### config.mk
export PLATFORM = sky130hd
export DESIGN_NAME = arithmeticLogicUnit
export DESIGN_NICKNAME = d
export VERILOG_FILES = /design/src/hw/mipsPkg.sv /design/src/hw/arithmeticLogicUnit.sv
export SDC_FILE = /design/constraint.sdc
export NUM_CORES = 1
export LEC_CHECK = 0
export ABC_AREA = 1
export ABC_CLOCK_PERIOD_IN_PS = 4000
export BUFFER_PORTS_ARGS = -buffer_cell sky130_fd_sc_hd__buf_4
export CAP_MARGIN = 20
export CORE_ASPECT_RATIO = 0.7
export CORE_UTILIZATION = 59
export DETAILED_ROUTE_END_ITERATION = 7
export GPL_TIMING_DRIVEN = 0
export PLACE_DENSITY = 0.9
export SYNTH_ARGS = -nofsm -noshare
export SYNTH_HDL_FRONTEND = slang
export SYNTH_SLANG_ARGS = --single-unit
export TNS_END_PERCENT = 100
### constraint.sdc
create_clock -name vclk -period 4
set_input_delay 0.2 -clock vclk [all_inputs]
set_output_delay 0.2 -clock vclk [all_outputs]
set_load 0.02 [all_outputs]
### src/hw/mipsPkg.sv
// Shared types, encodings and address map for the two-stage MIPS-subset core
// Every RTL module imports this package inside its body
`default_nettype none

package mipsPkg;

	// Data and address word
	typedef logic [31:0] word_t;
	// Register index
	typedef logic [4:0] regAddr_t;

	// Major opcodes of the supported subset
	typedef enum logic [5:0] {
		opRType = 6'h00,
		opJ     = 6'h02,
		opJal   = 6'h03,
		opBeq   = 6'h04,
		opBne   = 6'h05,
		opAddi  = 6'h08,
		opOri   = 6'h0d,
		opLw    = 6'h23,
		opSw    = 6'h2b
	} opcode_t;

	// R-type function field
	typedef enum logic [5:0] {
		fnJr  = 6'h08,
		fnAdd = 6'h20,
		fnSub = 6'h22,
		fnAnd = 6'h24,
		fnOr  = 6'h25,
		fnNor = 6'h27
	} funct_t;

	typedef enum logic [2:0] {
		aluAdd = 3'd0,
		aluSub = 3'd1,
		aluAnd = 3'd2,
		aluOr  = 3'd3,
		aluNor = 3'd4
	} aluOp_t;

	// Decoded control for the execute stage
	typedef struct packed {
		logic   regDst;
		logic   aluSrc;
		logic   zeroExtImm;
		logic   regWrite;
		logic   memWrite;
		logic   memToReg;
		logic   branchEq;
		logic   branchNe;
		logic   jump;
		logic   link;
		logic   jumpReg;
		aluOp_t aluOp;
	} ctrl_t;

	// Fetch/decode pipeline register
	typedef struct packed {
		logic  valid;
		word_t instruction;
		word_t pcPlus4;
	} fetchReg_t;

	// Address map, shared depth of both memories
	localparam word_t textBase = 32'h0040_0000;
	localparam word_t dataBase = 32'h1001_0000;
	localparam word_t portAddr = 32'h1001_0800;
	localparam int memoryDepth = 512;
	localparam int memAddrBits = $clog2(memoryDepth);
	localparam regAddr_t linkReg = 5'd31;

endpackage

`default_nettype wire

### src/hw/arithmeticLogicUnit.sv
// 32-bit ALU for add, sub, and, or and nor
// zero drives the beq/bne decision in the top level
`timescale 1ns/1ps
`default_nettype none

module arithmeticLogicUnit (
	input  mipsPkg::aluOp_t op,
	input  mipsPkg::word_t  a,
	input  mipsPkg::word_t  b,
	output mipsPkg::word_t  result,
	output logic            zero
);
	import mipsPkg::*;

	always_comb begin
		case (op)
			aluAdd:  result = a + b;
			aluSub:  result = a - b;
			aluAnd:  result = a & b;
			aluOr:   result = a | b;
			aluNor:  result = ~(a | b);
			// Unused encodings
			default: result = '0;
		endcase
	end

	// Equal operands under sub
	assign zero = (result == '0);

endmodule

`default_nettype wire

==> metrics.cfg <==
[finish]
nets=1192
design.seq.count=0
seq_area_um2=0
clockBufferCount=0
final_cell_count_no_fill=1186
diodes=0
drive_gt1_share_pct=18.7
area_growth_pct=24.6

[floorplanning]
dieWidth_um=109
dieArea_um2=8310
core_um2=7480
start_util_pct=62.7
ios=100
rows=26
die_y_um=76.6

[yosys]
synth_mux_area_share_pct=0
synth_compound_area_share_pct=10.9
yosysWarningCount=0
synth_xor_area_share_pct=5.98
synth_area_leaders=nand2_1 28%, inv_1 15%, nor2_1 9.6%
yosysMostFrequentCell=nand2_1
syn_area_um2=4690
synth_area_per_cell_um2=4.78
synth-simple-area-share_pct=56.1
postSynthCellCount=981
synth_top_family_by_area=simple AND/OR/NAND/NOR gates
seq_area_frac_synth_pct=0
synth_largest_area_cell=nand2_1
synth_nets=1083
synth_common_cells=352 x nand2_1, 190 x inv_1, 120 x nor2_1, 77 x nand3_1, 34 x ha_1
synth_top_area_share_pct=28.2
synthAdderAreaFrac_pct=9.50
synth_cell_types=39

[sta]
setup_slack_ns=-0.0388
max_slew_margin_pct=47.6
report.final.hold_viol_count=0
fmax_ghz=0.248
holdWs_ns=0.789
setup_tns_ns=-0.0388
finalCritPeriodShare_pct=101
fin_crit_ns=4.04
finalMaxSlewViolations=0
finalSetupViolCount=1
worst_pin_slew_ns=0.786
rsz0062_at_grt=true

[placement]
gp_congestion=1.05
placed_cells=1179
dpl.hpwl_mm=15.0
portBuffers=100

[detailed_routing]
drt-initial-drc-count=768
via_per_inst=5.51
antenna_left=0
post-route-drc-count=0
drt_pass1_iterations=6
wirelength_mm=18.1
wire_per_inst_um=15.3
vias=6540

[critical_path]
critPathMaxStageDelay_ns=0.43
critPathSlowestCell=ha_1
critPathRequiredTime_ns=3.80
worst-path-buf-inv=3
crit_type=input pin to output pin
cp_top_family=simple AND/OR/NAND/NOR gates
critPathMaxFanout=4
cp-end-kind=output pin
arrival_ns=3.84
startpoint_type=input pin

[power_and_ir_drop]
clkPwrFrac_pct=0
comb_power_share_pct=100.0
p_per_area_nw_per_um2=173
seqPwrFrac_pct=0
cellInternalPower_w=0.000357
power_leakage_nw=3.54
swShare_pct=64.8
ir_worst_vdd_mv=0.105
power.switching_w=0.000656

[worst_hold_path]
min_from=a[24]
hp-class=input pin to output pin
hold-path-endpoint=result[24]
hold_path_depth=4

[grt]
grt_overflow=0
grt.total_usage_pct=41.5
grt_pass1_vias=5477
grt_pass1_wl_mm=26.8
antenna_found_initial=0
grt_max_degree=11

[outcome]
outcome=complete, but fails checks
violations=negative setup slack

[job]
maxCapViolations=0

[clock_network]
hold_buffers=0

## power groups by stage
stage          clock network (W)  registers, W  logic [W]
2_1_floorplan                  0             0   0.000605
3_3_place_gp                   0             0   0.000903
3_5_place_dp                   0             0   0.000917
4_1_cts                        0             0   0.000923
5_1_grt                        0             0    0.00110
6_report                       0             0    0.00101
## through the flow
stage | area (um2) | util, % | worst slack [ns] | total power, W
floorplan | 4690 | - | 0.593 | 0.000605
global placement | 5560 | 74.3 | -0.176 | 0.000903
detailed placement | 5560 | 74.3 | -0.252 | 0.000917
CTS | 5580 | 74.5 | 0.00377 | 0.000923
global route | 5840 | 78.1 | -0.227 | 0.00110
finish | 5840 | 78.1 | -0.0388 | 0.00101
## routing by layer
| layer | vias to the layer above | wire (um) | global-route usage (%) |
|---|---|---|---|
| met3 | 30 | 3160 | 18.2 |
| li1 | 3247 | - | - |
| met5 | - | 0 | 0 |
| met1 | 2860 | 7830 | 60.4 |
| met2 | 403 | 6820 | 55.9 |
| met4 | 0 | 292 | 5.81 |
## worst max-delay path by stage
stage	start	end	slack, ns	cells after the start
2_1_floorplan	b[0]	zero	0.59	24
3_3_place_gp	op[2]	zero	-0.18	23
3_5_place_dp	op[2]	zero	-0.25	23
4_1_cts	b[0]	zero	0.004	26
5_1_grt	b[0]	zero	-0.23	26
6_report	b[1]	zero	-0.04	26
## worst min-delay path, delay by kind of cell
| family | cells | cell delay, ns |
|---|---|---|
| buffers and inverters | 2 | 0.23 |
| AND/OR/NAND/NOR | 1 | 0.08 |
| AO/OA/AOI/OAI | 1 | 0.08 |
## timing repair
item                                    CTS  global route
endpoints found under the hold margin     0             0
pin swaps                                 3            24
buffers inserted                          0             7
gates resized for setup                   4            62
endpoints found under the setup margin    1             3
gates cloned                              0             0
## cells in the final DEF (no fill, tap or decap), types with 20 or more instances in the layout
cell,synthesis,routed
nand2_1,352,345
inv_1,190,186
nor2_1,120,111
buf_4,0,105
nand3_1,77,70
xor2_1,28,28
ha_1,34,28
o21ai_0,26,25
a21oi_1,26,22
nor2_2,15,20
## final cells by class
cell class                 count  area [um2]
fill                         649        1640
timing repair buffer         107         818
tap                           98         123
multi-input combinational    768        4060
inverter                     200         761
buffer                        13        78.8
## cells by family (layout without fill, tap and decap cells)
group / count (synthesis) / count (layout)
buffers and inverters: 213 / 320
XOR/XNOR: 32 / 32
AND/OR/NAND/NOR: 618 / 618
adder cells (fa/ha/maj): 35 / 35
AO/OA/AOI/OAI: 83 / 83
(Power assumes the default switching activity.)
