--- config.mk ---
export PLATFORM = sky130hd
export DESIGN_NAME = registerFile
export DESIGN_NICKNAME = d
export VERILOG_FILES = /design/src/hw/mipsPkg.sv /design/src/hw/registerFile.sv
export SDC_FILE = /design/constraint.sdc
export NUM_CORES = 2
export LEC_CHECK = 0
export BUFFER_PORTS_ARGS = -buffer_cell sky130_fd_sc_hd__buf_4
export CORE_MARGIN = 4
export CORE_UTILIZATION = 53
export CTS_CLUSTER_DIAMETER = 100
export DETAILED_ROUTE_END_ITERATION = 7
export PLACE_DENSITY_LB_ADDON = 0.12
export SYNTH_ARGS = -nofsm -noshare
export SYNTH_HDL_FRONTEND = slang
export SYNTH_SLANG_ARGS = --single-unit
--- constraint.sdc ---
create_clock -name clk -period 5.31 [get_ports clk]
set_clock_uncertainty 0.1 [all_clocks]
set_input_delay 0.2655 -clock clk [delete_from_list [all_inputs] [get_ports clk]]
set_output_delay 0.2655 -clock clk [all_outputs]
set_load 0.05 [all_outputs]
--- src/hw/mipsPkg.sv ---
// Shared types, encodings and address map for the two-stage MIPS-subset core
// Every RTL module imports this package inside its body
`default_nettype none

package mipsPkg;

	// Data and address word
	typedef logic [31:0] word_t;
	// Register index
	typedef logic [4:0] regAddr_t;

	// Major opcodes of the supported subset
	typedef enum logic [5:0] {
		opRType = 6'h00,
		opJ     = 6'h02,
		opJal   = 6'h03,
		opBeq   = 6'h04,
		opBne   = 6'h05,
		opAddi  = 6'h08,
		opOri   = 6'h0d,
		opLw    = 6'h23,
		opSw    = 6'h2b
	} opcode_t;

	// R-type function field
	typedef enum logic [5:0] {
		fnJr  = 6'h08,
		fnAdd = 6'h20,
		fnSub = 6'h22,
		fnAnd = 6'h24,
		fnOr  = 6'h25,
		fnNor = 6'h27
	} funct_t;

	typedef enum logic [2:0] {
		aluAdd = 3'd0,
		aluSub = 3'd1,
		aluAnd = 3'd2,
		aluOr  = 3'd3,
		aluNor = 3'd4
	} aluOp_t;

	// Decoded control for the execute stage
	typedef struct packed {
		logic   regDst;
		logic   aluSrc;
		logic   zeroExtImm;
		logic   regWrite;
		logic   memWrite;
		logic   memToReg;
		logic   branchEq;
		logic   branchNe;
		logic   jump;
		logic   link;
		logic   jumpReg;
		aluOp_t aluOp;
	} ctrl_t;

	// Fetch/decode pipeline register
	typedef struct packed {
		logic  valid;
		word_t instruction;
		word_t pcPlus4;
	} fetchReg_t;

	// Address map, shared depth of both memories
	localparam word_t textBase = 32'h0040_0000;
	localparam word_t dataBase = 32'h1001_0000;
	localparam word_t portAddr = 32'h1001_0800;
	localparam int memoryDepth = 512;
	localparam int memAddrBits = $clog2(memoryDepth);
	localparam regAddr_t linkReg = 5'd31;

endpackage

`default_nettype wire

--- src/hw/registerFile.sv ---
// 32 x 32-bit register file
// Two asynchronous read ports, one write port on the rising clock edge
// Register zero always reads 0
`timescale 1ns/1ps
`default_nettype none

module registerFile (
	input  logic             clk,
	input  logic             rst,
	input  logic             writeEnable,
	input  mipsPkg::regAddr_t writeAddr,
	input  mipsPkg::regAddr_t readAddr1,
	input  mipsPkg::regAddr_t readAddr2,
	input  mipsPkg::word_t   writeData,
	output mipsPkg::word_t   readData1,
	output mipsPkg::word_t   readData2
);
	import mipsPkg::*;

	word_t regs [32];

	always_ff @(posedge clk) begin
		if (rst) begin
			for (int i = 0; i < 32; i++) regs[i] <= '0;
		end else if (writeEnable && writeAddr != '0) begin
			// Writes to $zero dropped here
			regs[writeAddr] <= writeData;
		end
	end

	// Hard-wired zero on both read ports
	assign readData1 = (readAddr1 == '0) ? '0 : regs[readAddr1];
	assign readData2 = (readAddr2 == '0) ? '0 : regs[readAddr2];

endmodule

`default_nettype wire

==> reports/results.ini <==
[cts]
cts.reportedPaths.clkPinSlew_ps=60
numCtsBuffers=111
holdBufCountCts=24
root_buffer=clkbuf_16
htreeDepth=3
cts_max_path_buffers=3
cts_tree=yes
post_cts_buffers=0
cts_num_sinks=1024
ctsResizeCount=0

[synthesis]
syn_area_per_cell_um2=15.5
synth_area_leaders=edfxtp_1 (57%), mux4_2 (20%), and2_1 (11%)
synth_area_um2=54300
yosysSeqAreaShare=0.567
synthFlopType=edfxtp_1
synth_cell_types=42
synth_edf_count=1024
async_reset_ff_frac=0
synthCells=3502
synthTopCellsByCount=edfxtp_1 (1024), and2_1 (995), mux4_2 (472)
yosysTopAreaCellShare=0.567
synth_most_common_cell=edfxtp_1
ys_seq_elements=1024
yosys.area.top_type=edfxtp_1
yosysWarningCount=0

[place]
routabilityCongestion=0.868
io_buffers=113
dp_cells=4760
dp_hpwl_um=110000

[drt]
dr.pass1.iters=6
vias=34600
viasPerCell=6.94
wirelength_um=181000
drt_iter0_drc=4847
drc=0
postRouteAntennaNets=0
wl_per_cell_um=36.4

[layout]
syn_to_final_growth_pct=10.7
largest_reg_flops=1024
layout.nets=3579
drive_gt1_frac=0.269
largest-register=regs
fill_cells=7684
reg_top3=regs x1024
instances_no_fill=4986

[power_and_ir_drop]
vdd_ir_drop_max_uv=273
power_density_nw_per_um2=325
p_leak_nw=20.7

[sta]
rsz0062_at_grt=no
drv_slew=0
post-route-min-period_ps=4020
setup_viol=0
final_hold_viol_count=0
max_freq_ghz=0.249
min_period_over_period=0.757
tns_ps=0
tightest_slew_ps=1190
slew_headroom=0.207

[hold_path]
hold_start=writeData[2]
hold-path-endpoint=regs[5][2]
min_path_type=in2reg
hold_depth=2

[global_route]
antenna_found_initial=9
grt_usage=0.337
grt_pass1_vias=35600
grt_max_degree=84
grt_pass1_wl_um=257000
grt-ovfl-total=0

[floorplanning]
dieArea_um2=108000
dieHeight_um=328
rows=117
start_util=0.533
fp.dieW_um=328
coreArea_um2=102000
io_pins=114

[critical_path]
crit_chain=buf_6, buf_4, mux4_2, a22o_1, a2111oi_0, nor3_1, buf_4
cp_slowest_cell=a2111oi_0
path_common_cell=buf_4
startpoint=readAddr2[2]
worst-endpoint-arrival_ps=3650
cp-start-kind=input port
max_stage_delay_ps=930
criticalPathCategory=in2out
cp_max_fo=60
worst_ep_required_time_ps=4940
crit_path_end_kind=output port

[flow_run]
cap_violations=0

[run_status]
outcome=finished clean

-- power breakdown --
group | internal, mW | total, mW | switching [mW]
Sequential | 9.35 | 9.59 | 0.244
Combinational | 1.03 | 2.64 | 1.62
Clock | 4.13 | 7.32 | 3.19
-- layout make-up --
cell class	instances	area (µm²)	share of cell area
clock buffer	137	2900	0.0482
clock inverter	57	442	0.00735
antenna	8	20.0	0.000333
sequential	1024	30700	0.512
multi-input combinational	2120	21900	0.365
timing repair buffer	270	2320	0.0386
inverter	2	7.51	0.000125
tap	1368	1710	0.0285
-- routing by layer --
metal	routed length, µm	vias up	share of wire	GRT usage
met5	21	-	0.00012	0
met4	11700	4	0.065	0.183
li1	-	13600	-	-
met1	65300	17900	0.36	0.444
met3	21200	553	0.12	0.0849
met2	83200	2578	0.46	0.519
-- worst max-delay path by stage --
stage,slack (ps),end,depth (start not counted)
2_1_floorplan,1350,readData2[30],6
3_5_place_dp,1410,readData2[26],6
3_3_place_gp,1390,readData2[26],6
6_report,1290,readData2[1],7
4_1_cts,1400,readData2[26],6
5_1_grt,1290,readData2[1],7
-- placed cells by master, fill, tap and decap left out, types with 24 or more instances in the layout --
| cell | count |
|---|---|
| dlygate4sd3_1 | 24 |
| edfxtp_1 | 1024 |
| a22o_1 | 51 |
| mux2_2 | 30 |
| and2_1 | 994 |
| clkbuf_16 | 112 |
| a2111oi_1 | 41 |
| clkbuf_1 | 25 |
| buf_4 | 225 |
| nor3_1 | 54 |
| mux2i_1 | 150 |
| conb_1 | 32 |
| nor2_2 | 31 |
| or2_2 | 33 |
| o22ai_1 | 103 |
| mux4_2 | 472 |
-- metrics by stage --
stage | util | area [µm²] | hold WS (ps) | power, mW | setup WS, ps
global route | 0.590 | 60100 | 22.3 | 20.0 | 1290
finish | 0.590 | 60100 | 38.9 | 19.5 | 1290
floorplan | - | 54400 | 364 | 11.3 | 1350
CTS | 0.590 | 60000 | 0.399 | 19.6 | 1400
global placement | 0.555 | 56500 | 553 | 12.3 | 1390
detailed placement | 0.555 | 56500 | 559 | 12.3 | 1410
-- cells by family (layout without fill, tap and decap cells) --
group           after synthesis  after routing  share of synthesized area
flops                      1024           1024                      0.567
simple gates               1177           1177                      0.133
compound gates              259            259                     0.0365
buf+inv                     389            466                     0.0335
other cells                   1             40                  0.0000691
mux                         652            652                      0.230
-- critical path, delay by kind of cell --
| kind | cells | cell delay, ps |
|---|---|---|
| buffers and inverters | 3 | 1530 |
| AOI/OAI and AO/OA | 2 | 1230 |
| and+or+nand+nor | 1 | 130 |
| muxes | 1 | 420 |
(Power assumes the default switching activity.)
