## src/hw/mipsPkg.sv

```systemverilog
// Shared types, encodings and address map for the two-stage MIPS-subset core
// Every RTL module imports this package inside its body
`default_nettype none

package mipsPkg;

	// Data and address word
	typedef logic [31:0] word_t;
	// Register index
	typedef logic [4:0] regAddr_t;

	// Major opcodes of the supported subset
	typedef enum logic [5:0] {
		opRType = 6'h00,
		opJ     = 6'h02,
		opJal   = 6'h03,
		opBeq   = 6'h04,
		opBne   = 6'h05,
		opAddi  = 6'h08,
		opOri   = 6'h0d,
		opLw    = 6'h23,
		opSw    = 6'h2b
	} opcode_t;

	// R-type function field
	typedef enum logic [5:0] {
		fnJr  = 6'h08,
		fnAdd = 6'h20,
		fnSub = 6'h22,
		fnAnd = 6'h24,
		fnOr  = 6'h25,
		fnNor = 6'h27
	} funct_t;

	typedef enum logic [2:0] {
		aluAdd = 3'd0,
		aluSub = 3'd1,
		aluAnd = 3'd2,
		aluOr  = 3'd3,
		aluNor = 3'd4
	} aluOp_t;

	// Decoded control for the execute stage
	typedef struct packed {
		logic   regDst;
		logic   aluSrc;
		logic   zeroExtImm;
		logic   regWrite;
		logic   memWrite;
		logic   memToReg;
		logic   branchEq;
		logic   branchNe;
		logic   jump;
		logic   link;
		logic   jumpReg;
		aluOp_t aluOp;
	} ctrl_t;

	// Fetch/decode pipeline register
	typedef struct packed {
		logic  valid;
		word_t instruction;
		word_t pcPlus4;
	} fetchReg_t;

	// Address map, shared depth of both memories
	localparam word_t textBase = 32'h0040_0000;
	localparam word_t dataBase = 32'h1001_0000;
	localparam word_t portAddr = 32'h1001_0800;
	localparam int memoryDepth = 512;
	localparam int memAddrBits = $clog2(memoryDepth);
	localparam regAddr_t linkReg = 5'd31;

endpackage

`default_nettype wire

```

## src/hw/controlUnit.sv

```systemverilog
// Main decoder for the execute stage
// Turns opcode and function into the control struct, ALU operation included
// illegal is raised for any encoding outside the supported subset
`timescale 1ns/1ps
`default_nettype none

module controlUnit (
	input  mipsPkg::word_t instruction,
	output mipsPkg::ctrl_t ctrl,
	output logic           illegal
);
	import mipsPkg::*;

	opcode_t opcode;
	funct_t funct;

	assign opcode = opcode_t'(instruction[31:26]);
	assign funct = funct_t'(instruction[5:0]);

	always_comb begin
		// Everything off by default, ALU adds
		ctrl = '0;
		ctrl.aluOp = aluAdd;
		illegal = 1'b0;
		case (opcode)
			opRType: begin
				ctrl.regDst = 1'b1;
				ctrl.regWrite = 1'b1;
				case (funct)
					fnAdd: ctrl.aluOp = aluAdd;
					fnSub: ctrl.aluOp = aluSub;
					fnAnd: ctrl.aluOp = aluAnd;
					fnOr:  ctrl.aluOp = aluOr;
					fnNor: ctrl.aluOp = aluNor;
					fnJr: begin
						// Target comes from rs, nothing written
						ctrl.regWrite = 1'b0;
						ctrl.jumpReg = 1'b1;
					end
					default: illegal = 1'b1;
				endcase
			end
			opAddi: begin
				ctrl.aluSrc = 1'b1;
				ctrl.regWrite = 1'b1;
			end
			opOri: begin
				ctrl.aluSrc = 1'b1;
				ctrl.zeroExtImm = 1'b1;
				ctrl.regWrite = 1'b1;
				ctrl.aluOp = aluOr;
			end
			opLw: begin
				ctrl.aluSrc = 1'b1;
				ctrl.regWrite = 1'b1;
				ctrl.memToReg = 1'b1;
			end
			opSw: begin
				ctrl.aluSrc = 1'b1;
				ctrl.memWrite = 1'b1;
			end
			// Branches compare rs and rt through a subtract
			opBeq: begin ctrl.branchEq = 1'b1; ctrl.aluOp = aluSub; end
			opBne: begin ctrl.branchNe = 1'b1; ctrl.aluOp = aluSub; end
			opJ:   ctrl.jump = 1'b1;
			opJal: begin
				ctrl.jump = 1'b1;
				ctrl.link = 1'b1;
				ctrl.regWrite = 1'b1;
			end
			default: illegal = 1'b1;
		endcase
	end

endmodule

`default_nettype wire

```

## config.mk

```make
export PLATFORM = sky130hd
export DESIGN_NAME = controlUnit
export DESIGN_NICKNAME = d
export VERILOG_FILES = /design/src/hw/mipsPkg.sv /design/src/hw/controlUnit.sv
export SDC_FILE = /design/constraint.sdc
export NUM_CORES = 1
export LEC_CHECK = 0
export BUFFER_PORTS_ARGS = -buffer_cell sky130_fd_sc_hd__buf_2
export CAP_MARGIN = 20
export CORE_AREA = 2 2 39 41
export DETAILED_ROUTE_END_ITERATION = 10
export DIE_AREA = 0 0 41 43
export PLACE_DENSITY = 0.7
export SLEW_MARGIN = 0
export SYNTH_ARGS = -nofsm -noshare
export SYNTH_HDL_FRONTEND = slang
export SYNTH_SLANG_ARGS = --single-unit
```

## constraint.sdc

```tcl
create_clock -name vclk -period 1.5
set_clock_uncertainty 0.05 [all_clocks]
set_input_delay 0.075 -clock vclk [all_inputs]
set_output_delay 0.075 -clock vclk [all_outputs]
set_load 0.01 [all_outputs]
```

==> metrics.md, run 1 <==
| Metric | Value |
|---|---|
| Outcome | finished, final reports clean |
| Die ar. | 0.001763 mm^2 |
| Total chip power | 102.2 uW |
| Fmax | 695.4 MHz |
| I/O Buffers | 27 |
| Final Cycle Share | 95.87% |
| Mapped Avg Cell Area | 6.102 um^2 |
| Footprint of the multi-input gates | 314.1 um^2 |
| Sequential element share of the synthesized area | 0% |
| Sequential cell count | 0 |
| Die Width | 41 um |
| Antenna violations before repair | 0 |
| Hold Crit Class | primary input to primary output |
| Crit path max fanout | 4 |
| Ranking of synthesized cells by area | nand2b_1 (7.2%), nor4_1 (7.2%), nand3b_1 (6.5%), nor2_1 (6.5%), a21oi_1 (5.8%) |
| Sequential Area | 0 um^2 |
| Worst vdd ir | 0.00007459 V |
| GR Overflow Total | 0 |
| Drc violations | 0 |
| Worst slew pin tran | 351.1 ps |
| Pins Over Slew Limit | 0 |
| CP Class | primary input to primary output |
| Starting DRT DRC Count | 8 |
| Die Y | 43 um |
| Total Routing Usage GR | 12.49% |
| Row cnt | 14 |
| Cells after synthesis | 57 |
| HP Start | instruction[1] |
| Syn Nets | 89 |
| Top-Level Pins | 47 |
| Top-area cell type share of the netlist area | 7.194% |
| Total number of vias | 503 |
| Count of cell types in the netlist | 28 |
| Vias in the first global route | 424 |
| CP required | 1370 ps |
| CP arrival | 1310 ps |
| Final setup violation count | 0 |
| Relative slew slack | 76.38% |
| CTS Hold Bufs | 0 |
| Max-cap violation count | 0 |
| DP Wirelength | 889.6 um |
| Synth Cell Area | 347.8 um^2 |
| Final ANT Viol Nets | 0 |
| First-pass GRT wire length | 1662 um |
| 1st-pass router iterations | 4 |
| Leading cell type in the layout, fill and taps excluded | buf_2 |
| Clkbuf count | 0 |
| Commonest non-fill, non-tap cells in the layout | buf_2 (27), nor2_1 (6), buf_4 (6) |
| Initial Util | 25.14% |
| Largest net degree at the start of global routing | 14 |
| Hold EP | ctrl[1] |
| Final GP Congestion | 0.7128 |
| Syn. warnings | 0 |
| Crit start category | primary input |
| Vias per cell | 4.980 |
| Routed wire per std cell | 10.43 um |
| Fin crit period | 1438 ps |
| Fillers | 154 |
| Drt total wl | 1053 um |
| Hold Path Depth | 3 |
| Area delta synth->final | 50.00% |
| Leading area contributor after synthesis | nand2b_1 |
| Nets@finish | 119 |
| Number of antenna diodes | 0 |
| Core Region | 0.001384 mm^2 |
| Critical path endpoint category | primary output |
| Share of layout cells above drive strength 1 | 43.53% |
| PwrDens | 195.9 mW/mm^2 |
| Leak | 0.0002448 uW |
| Final hold vios | 0 |
| Min Hold Slack | 423.0 ps |
| Fin Setup TNS | 0 ps |
-- power by group --
group          internal (uW)  leakage (uW)  switching, uW
logic                   45.2      0.000245           57.0
registers                  0             0              0
clock network              0             0              0
total                   45.2      0.000245           57.0
-- routing by layer --
layer	vias up	routed length, um	global-route usage (%)
met1	216	413	15.82
li1	266	-	-
met4	0	0	0
met5	-	0	0
met3	0	82	0
met2	21	557	23.44
-- how the worst max path moves through the flow --
stage / startpoint / end / slack [ps]
detailed placement: instruction[31] / ctrl[1] / 40
floorplan: instruction[31] / ctrl[1] / 80
global placement: instruction[31] / ctrl[1] / 60
global route: instruction[31] / illegal / -20
CTS: instruction[31] / ctrl[1] / 40
finish: instruction[31] / ctrl[1] / 60
-- Yosys cell counts --
cell type / n
inv_1: 2
buf_6: 1
buf_2: 1
or2b_1: 1
clkbuf_1: 3
or3b_1: 1
o21ai_0: 3
or3_1: 1
a31oi_1: 1
o31ai_1: 1
nor3_4: 1
o21bai_1: 1
or2_1: 1
nor3b_2: 1
nor2_1: 6
and2b_1: 1
nor4_1: 4
nand3_1: 2
nand3_2: 1
a21oi_1: 4
o32ai_1: 1
or4_4: 1
nand2b_1: 4
o2111ai_1: 1
nand3b_1: 3
nand2_1: 5
a2111oi_0: 1
nor3_1: 4
-- timing repair --
| item | CTS | global route |
|---|---|---|
| endpoints found under the setup margin | 0 | 3 |
| buffers inserted | 0 | 1 |
| gates resized for setup | 0 | 1 |
-- through the flow --
| step | instances | util (%) | setup WS (ps) | area (um^2) |
|---|---|---|---|---|
| global route | 101 | 37.70 | -15.74 | 521.8 |
| CTS | 100 | 37.07 | 35.98 | 513.0 |
| global placement | 100 | 37.07 | 57.74 | 513.0 |
| floorplan | 57 | - | 80.62 | 347.8 |
| finish | 101 | 37.70 | 61.97 | 521.8 |
| detailed placement | 100 | 37.07 | 38.89 | 513.0 |
-- layout make-up --
| class | instances | area share [%] |
|---|---|---|
| multi-input cells | 50 | 60.19 |
| repair buffers | 33 | 34.53 |
| well taps | 16 | 3.837 |
| inverters | 2 | 1.439 |
-- worst max-delay path, cell delays in order --
cell,delay (ps)
buf_2,110
or4_4,560
nor3_4,190
nand3_2,110
o21bai_1,120
buf_2,140
-- logic make-up after synthesis --
| kind of cell | synth area share (%) |
|---|---|
| simple gates | 66.19 |
| compound gates | 23.74 |
| buf+inv | 10.07 |
Power figures use the tool's default switching activity.
==> run 2, diff against run 1 <==
--- a/config.mk
+++ b/config.mk
@@ -5,12 +5,12 @@
 export SDC_FILE = /design/constraint.sdc
 export NUM_CORES = 1
 export LEC_CHECK = 0
+export ABC_AREA = 1
 export BUFFER_PORTS_ARGS = -buffer_cell sky130_fd_sc_hd__buf_2
-export CAP_MARGIN = 20
 export CORE_AREA = 2 2 39 41
 export DETAILED_ROUTE_END_ITERATION = 10
 export DIE_AREA = 0 0 41 43
-export PLACE_DENSITY = 0.7
+export PLACE_DENSITY = 0.69
 export SLEW_MARGIN = 0
 export SYNTH_ARGS = -nofsm -noshare
 export SYNTH_HDL_FRONTEND = slang
==> constraint.sdc (replaced) <==
create_clock -name vclk -period 1.76
set_clock_uncertainty 0.05 [all_clocks]
set_input_delay 0.088 -clock vclk [all_inputs]
set_output_delay 0.088 -clock vclk [all_outputs]
set_load 0.01 [all_outputs]
==> run 2 against run 1 <==
Flip-flop and latch count unchanged. Routed wire length decreased by 12%. Via count decreased by 0.99%. Worst hold slack improved by 11 ps. Synthesized cell count increased by 25%. Worst setup slack improved by 610 ps. Combinational power decreased by 31%. Utilization decreased by 1.7 points. Global-route usage decreased by 2.3 points. Non-clock buffer count decreased by 6.
==> metrics.md, run 2 <==
| Metric | Value |
|---|---|
| Syn Nets | 103 (+16%) |
| Net Sw Frac | 61.99% (+6.2 points) |
| Count leader, synth | nor2_1 |
| Min Hold Slack | 434.5 ps (+11.47 ps) |
| Pint | 26.68 uW (-41%) |
| Max-cap violation count | 0 (unchanged) |
| Vias in the first global route | 372 (-12%) |
| Final GP Congestion | 0.8148 (+14%) |
| Non-Filler Instances | 114 (+13%) |
| Sequential cell count | 0 (unchanged) |
| Commonest non-fill, non-tap cells in the layout | buf_2 (27), nor2_1 (19), nand2_1 (15) |
| Placed instance count | 114 (+14%) |
| Leading area contributor after synthesis | nor2_1 |
| Slack of the critical path | 667.6 ps (+605.6 ps) |
| Die Width | 41 um (unchanged) |
| Final hold vios | 0 (unchanged) |
| CP Class | primary input to primary output |
| Final Cycle Share | 62.07% |
| Post-cts sizing count | 0 (unchanged) |
| Pins Over Slew Limit | 0 (unchanged) |
| Row cnt | 14 (unchanged) |
| 1st-pass router iterations | 2 (-2) |
| Slowest stage delay, CP | 210 ps (-350 ps) |
| Fin Setup TNS | 0 ps (unchanged) |
| Routed wire per std cell | 8.149 um (-22%) |
| Crit path max fanout | 6 (+2) |
| CP arrival | 950 ps (-360 ps) |
| Setup bufs post-CTS | 0 (unchanged) |
| I/O Buffers | 27 (unchanged) |
| Hold Crit Class | primary input to primary output |
| Leak | 0.0003228 uW (+32%) |
| Antenna violations before repair | 0 (unchanged) |
| Total Routing Usage GR | 10.19% (-2.3 points) |
| Synth Cell Area | 342.8 um^2 (-1.4%) |
| Cells after synthesis | 71 (+25%) |
| CP required | 1620 ps (+250 ps) |
| Slowest CP cell | nor2_4 |
| Final setup violation count | 0 (unchanged) |
| Drc violations | 0 (unchanged) |
| Fin crit period | 1092 ps |
| Relative slew slack | 84.67% (+8.3 points) |
| Mapped Avg Cell Area | 4.829 um^2 (-21%) |
| RSZ-0062 raised after global routing | false |
| Crit start category | primary input |
| Sequential Area | 0 um^2 (unchanged) |
| Clkbuf count | 0 (unchanged) |
| Nets@finish | 132 (+11%) |
| Area delta synth->final | 45.26% |
| Number of antenna diodes | 0 (unchanged) |
| Top cells by count, synth | nor2_1 (19), nand2_1 (15), inv_1 (13) |
| Logic pwr share | 100.0% (about the same) |
| Sw power | 43.51 uW (-24%) |
| Area after DPL | 498.0 um^2 (-2.9%) |
| Sequential element share of the synthesized area | 0% (unchanged) |
| Syn. warnings | 0 (unchanged) |
| Worst vdd ir | 0.00004102 V (-45%) |
| Clock share of power | 0% (unchanged) |
| Critical path endpoint category | primary output |
| Largest net degree at the start of global routing | 7 (-7) |
| Final instance area | 498.0 um^2 (-4.6%) |
| Drt total wl | 929 um (-12%) |
| Initial Util | 24.77% (-0.36 points) |
| Die ar. | 0.001763 mm^2 (unchanged) |
| Ranking of synthesized cells by area | nor2_1 (21%), nand2_1 (16%), inv_1 (14%), nand3_1 (10%), nand3_2 (8.8%) |
| GR Overflow Total | 0 (unchanged) |
| Crit path cell chain | buf_2, nor2_4, nand3_2, nor2_2, nor2_1, nand2_1, nand2_1, buf_2 |
| Leading cell type in the layout, fill and taps excluded | buf_2 |
| Starting DRT DRC Count | 6 (-2) |
| Die Y | 43 um (unchanged) |
| Final ANT Viol Nets | 0 (unchanged) |
| Worst slew pin tran | 229.7 ps (-121.3 ps) |
| Pre-CTS setup slack | 655.9 ps (+617.0 ps) |
| Core Region | 0.001384 mm^2 (unchanged) |
| Vias per cell | 4.368 (-12%) |
| PwrDens | 141.0 mW/mm^2 (-28%) |
| Top-area cell type share of the netlist area | 20.80% (+14 points) |
| CTS Hold Bufs | 0 (unchanged) |
| Count of cell types in the netlist | 15 (-46%) |
| Cell family with most CP delay | simple AND/OR/NAND/NOR gates |
| Top-Level Pins | 47 (unchanged) |
| Sequential power share | 0% (unchanged) |
| Total number of vias | 498 (-0.99%) |
| CP bufs+invs | 2 (unchanged) |
| Outcome | finished, final reports clean |
| Share of layout cells above drive strength 1 | 37.76% (-5.8 points) |
| Fmax | 915.4 MHz |
| First-pass GRT wire length | 1352 um (-19%) |
| DP Wirelength | 832 um (-6.5%) |
## run 2: cell types whose count changed in the layout (fill, tap and decap cells not counted), moves of 3 or more
cell	change
a21oi_1	-4
buf_4	-6
inv_1	+11
nand2_1	+10
nand2b_1	-4
nand3_1	+5
nor2_1	+13
nor2_2	+3
nor4_1	-4
## run 2: through the flow
stage	utilization (%)	total power, uW
after CTS	35.99	70.84
after global placement	35.99	69.14
after global routing	35.99	80.11
after detailed placement	35.99	70.52
final	35.99	70.19
after floorplan	-	37.06
## run 2: area by class of cell
type	instances	area, um^2
well taps	16	20.02
multi-input cells	56	281.5
inverters	15	61.31
fillers	153	885.9
repair buffers	27	135.1
## run 2: tightest hold or removal path, stage by stage
cell	delay (ps)
buf_2	120
nor3_1	60
buf_2	130
## run 2: worst paths after layout
path              slack (ps)       startpoint      end  cells after the start
hold / removal           430  instruction[26]  ctrl[7]                      3
setup / recovery         670  instruction[31]  illegal                      8
## run 2: power by group through the flow
stage	clock network, uW	registers, uW	logic (uW)
final	0	0	70.2
after global routing	0	0	80.1
after CTS	0	0	70.8
after detailed placement	0	0	70.5
after global placement	0	0	69.1
after floorplan	0	0	37.1
## run 2: layer usage
metal  GRT usage (%)  wire length (um)
met2           19.06               442
met4               0                 0
met3               0                86
met5               0                 0
met1           12.97               400
## run 2: logic make-up (layout without fill, tap and decap cells)
kind of cell           Yosys count  in the layout  synth area share (%)
buffers and inverters           15             42                 17.88
and+or+nand+nor                 54             54                 78.47
AOI/OAI and AO/OA                2              2                 3.649
==> run 3, diff against run 2 <==
--- a/config.mk
+++ b/config.mk
@@ -5,12 +5,12 @@
 export SDC_FILE = /design/constraint.sdc
 export NUM_CORES = 1
 export LEC_CHECK = 0
-export ABC_AREA = 1
+export ABC_AREA = 0
 export BUFFER_PORTS_ARGS = -buffer_cell sky130_fd_sc_hd__buf_2
 export CORE_AREA = 2 2 39 41
 export DETAILED_ROUTE_END_ITERATION = 10
 export DIE_AREA = 0 0 41 43
-export PLACE_DENSITY = 0.69
+export PLACE_DENSITY = 0.7
 export SLEW_MARGIN = 0
 export SYNTH_ARGS = -nofsm -noshare
 export SYNTH_HDL_FRONTEND = slang
==> constraint.sdc (replaced) <==
create_clock -name vclk -period 1.1
set_clock_uncertainty 0.05 [all_clocks]
set_input_delay 0.055 -clock vclk [all_inputs]
set_output_delay 0.055 -clock vclk [all_outputs]
set_load 0.01 [all_outputs]
==> run 3 against run 2 <==
The run now ends with negative setup slack left. Routed wire length rose by 28%. Combinational power increased by 140%. Global-route usage up 4.9 points. Worst hold slack improved by 7.8 ps. Flip-flop and latch count unchanged. Sequential share of layout area did not move. Die area is the same. Worst setup slack got worse by 960 ps. Non-clock buffer count increased by 9. Clock-buffer cell count is the same. Utilization up 7.6 points. First-iteration DRC count down 33%. Critical path type unchanged. Largest power group unchanged.
==> metrics.md, run 3 (synthesis results as in run 1) <==
| Metric | Value |
|---|---|
| Slack of the critical path | -288.5 ps (-956.2 ps) |
| Clkbuf count | 0 (unchanged) |
| Max-cap violation count | 0 (unchanged) |
| Outcome | finished, violations left |
| Antenna violations before repair | 0 (unchanged) |
| I/O Buffers | 27 (unchanged) |
| HP Start | instruction[31] |
| Leak | 0.0002834 uW (-12%) |
| Total number of vias | 539 (+8.2%) |
| Final setup violation count | 10 (+10) |
| Crit path max fanout | 4 (-2) |
| Core Region | 0.001384 mm^2 (unchanged) |
| CP Class | primary input to primary output |
| Violated checks | negative setup slack |
| Share of layout cells above drive strength 1 | 55.68% (+18 points) |
| Placed instance count | 104 (-8.8%) |
| Total chip power | 171.0 uW (+140%) |
| Fillers | 162 (+5.9%) |
| Final hold vios | 0 (unchanged) |
| Fin Setup TNS | -1806 ps (-1806 ps) |
| Leading cell type in the layout, fill and taps excluded | buf_2 |
| Row cnt | 14 (unchanged) |
| Final Cycle Share | 126.2% |
| Critical path endpoint category | primary output |
| CP startpoint | instruction[31] |
| Die Width | 41 um (unchanged) |
| Largest net degree at the start of global routing | 14 (+7) |
| CP required | 1000 ps (-620 ps) |
| Die Y | 43 um (unchanged) |
| Non-Filler Instances | 104 (-8.8%) |
| Worst slew pin tran | 354.4 ps (+124.7 ps) |
| Area delta synth->final | 73.38% |
| Number of antenna diodes | 0 (unchanged) |
| Commonest non-fill, non-tap cells in the layout | buf_2 (25), buf_4 (9), nand2_1 (5), nor2_1 (5) |
| CP arrival | 1280 ps (+330 ps) |
| Crit start category | primary input |
| Vias per cell | 5.183 (+19%) |
| Pins Over Slew Limit | 0 (unchanged) |
| Vias in the first global route | 502 (+35%) |
| 1st-pass router iterations | 2 (unchanged) |
| Worst vdd ir | 0.0001310 V (+220%) |
| Fmax | 720.2 MHz |
| PwrDens | 283.6 mW/mm^2 (+100%) |
| Die ar. | 0.001763 mm^2 (unchanged) |
| Initial Util | 25.14% (+0.36 points) |
| Sequential Area | 0 um^2 (unchanged) |
| Drc violations | 0 (unchanged) |
| Nets@finish | 122 (-7.6%) |
| Total Routing Usage GR | 15.10% (+4.9 points) |
| Routed wire per std cell | 11.41 um (+40%) |
| DP Wirelength | 940.9 um (+13%) |
| Final GP Congestion | 0.8132 (-0.20%) |
| Top-Level Pins | 47 (unchanged) |
| Relative slew slack | 76.15% (-8.5 points) |
| GR Overflow Total | 0 (unchanged) |
| Drt total wl | 1187 um (+28%) |
| RSZ-0062 raised after global routing | true |
| First-pass GRT wire length | 1987 um (+47%) |
| Starting DRT DRC Count | 4 (-2) |
| Fin crit period | 1389 ps |
| Sequential cell count | 0 (unchanged) |
| Final ANT Viol Nets | 0 (unchanged) |
| Hold Crit Class | primary input to primary output |
run 3: cell types whose count changed in the layout (fill, tap and decap cells not counted), moves of 4 or more:
cell / before / now
inv_1: 13 / 2
a21oi_1: 0 / 4
nand3_1: 7 / 2
nor2_1: 19 / 5
buf_4: 0 / 9
nand2b_1: 0 / 4
nand2_1: 15 / 5
run 3: cell type report:
class / instances / area (um^2) / area share, %
multi-input combinational: 50 / 360.3 / 59.75
timing repair buffer: 36 / 215.2 / 35.68
inverter: 2 / 7.507 / 1.245
tap: 16 / 20.02 / 3.320
run 3: final timing paths:
check,endpoint,slack (ps),cells past startpoint
setup / recovery,ctrl[1],-290,6
hold / removal,ctrl[4],440,4
run 3: metrics by stage:
step	hold slack (ps)	setup slack, ps	util, %	area (um^2)
finish	442.3	-288.5	43.58	603.1
floorplan	94.46	-245.3	-	374.1
detailed placement	452.9	-299.9	40.87	565.5
global route	455.2	-351.6	43.58	603.1
global placement	447.5	-281.5	40.87	565.5
CTS	442.8	-292.5	42.31	585.6
run 3: power breakdown:
group	switching (uW)	internal (uW)	total [uW]
Sequential	0	0	0
Clock	0	0	0
Combinational	91.6	79.4	171
run 3: critical path, cell delays in order:
cell and delay, ps:
buf_6 90, or4_4 560, nor3_4 190, nand3_2 130, o21bai_2 110, buf_2 130
run 3: repair_timing:
item                                    CTS  global route
cloned                                    0             0
gates resized for setup                   5             3
pin swaps                                 3             2
buffers inserted                          0             0
hold buffers                              0             0
endpoints found under the setup margin   11            12
run 3: routing by layer:
| metal | GRT usage (%) | wire, um | vias up |
|---|---|---|---|
| met1 | 18.73 | 461 | 250 |
| met2 | 28.75 | 670 | 15 |
| li1 | - | - | 274 |
| met5 | 0 | 0 | - |
| met4 | 0 | 0 | 0 |
| met3 | 0 | 56 | 0 |
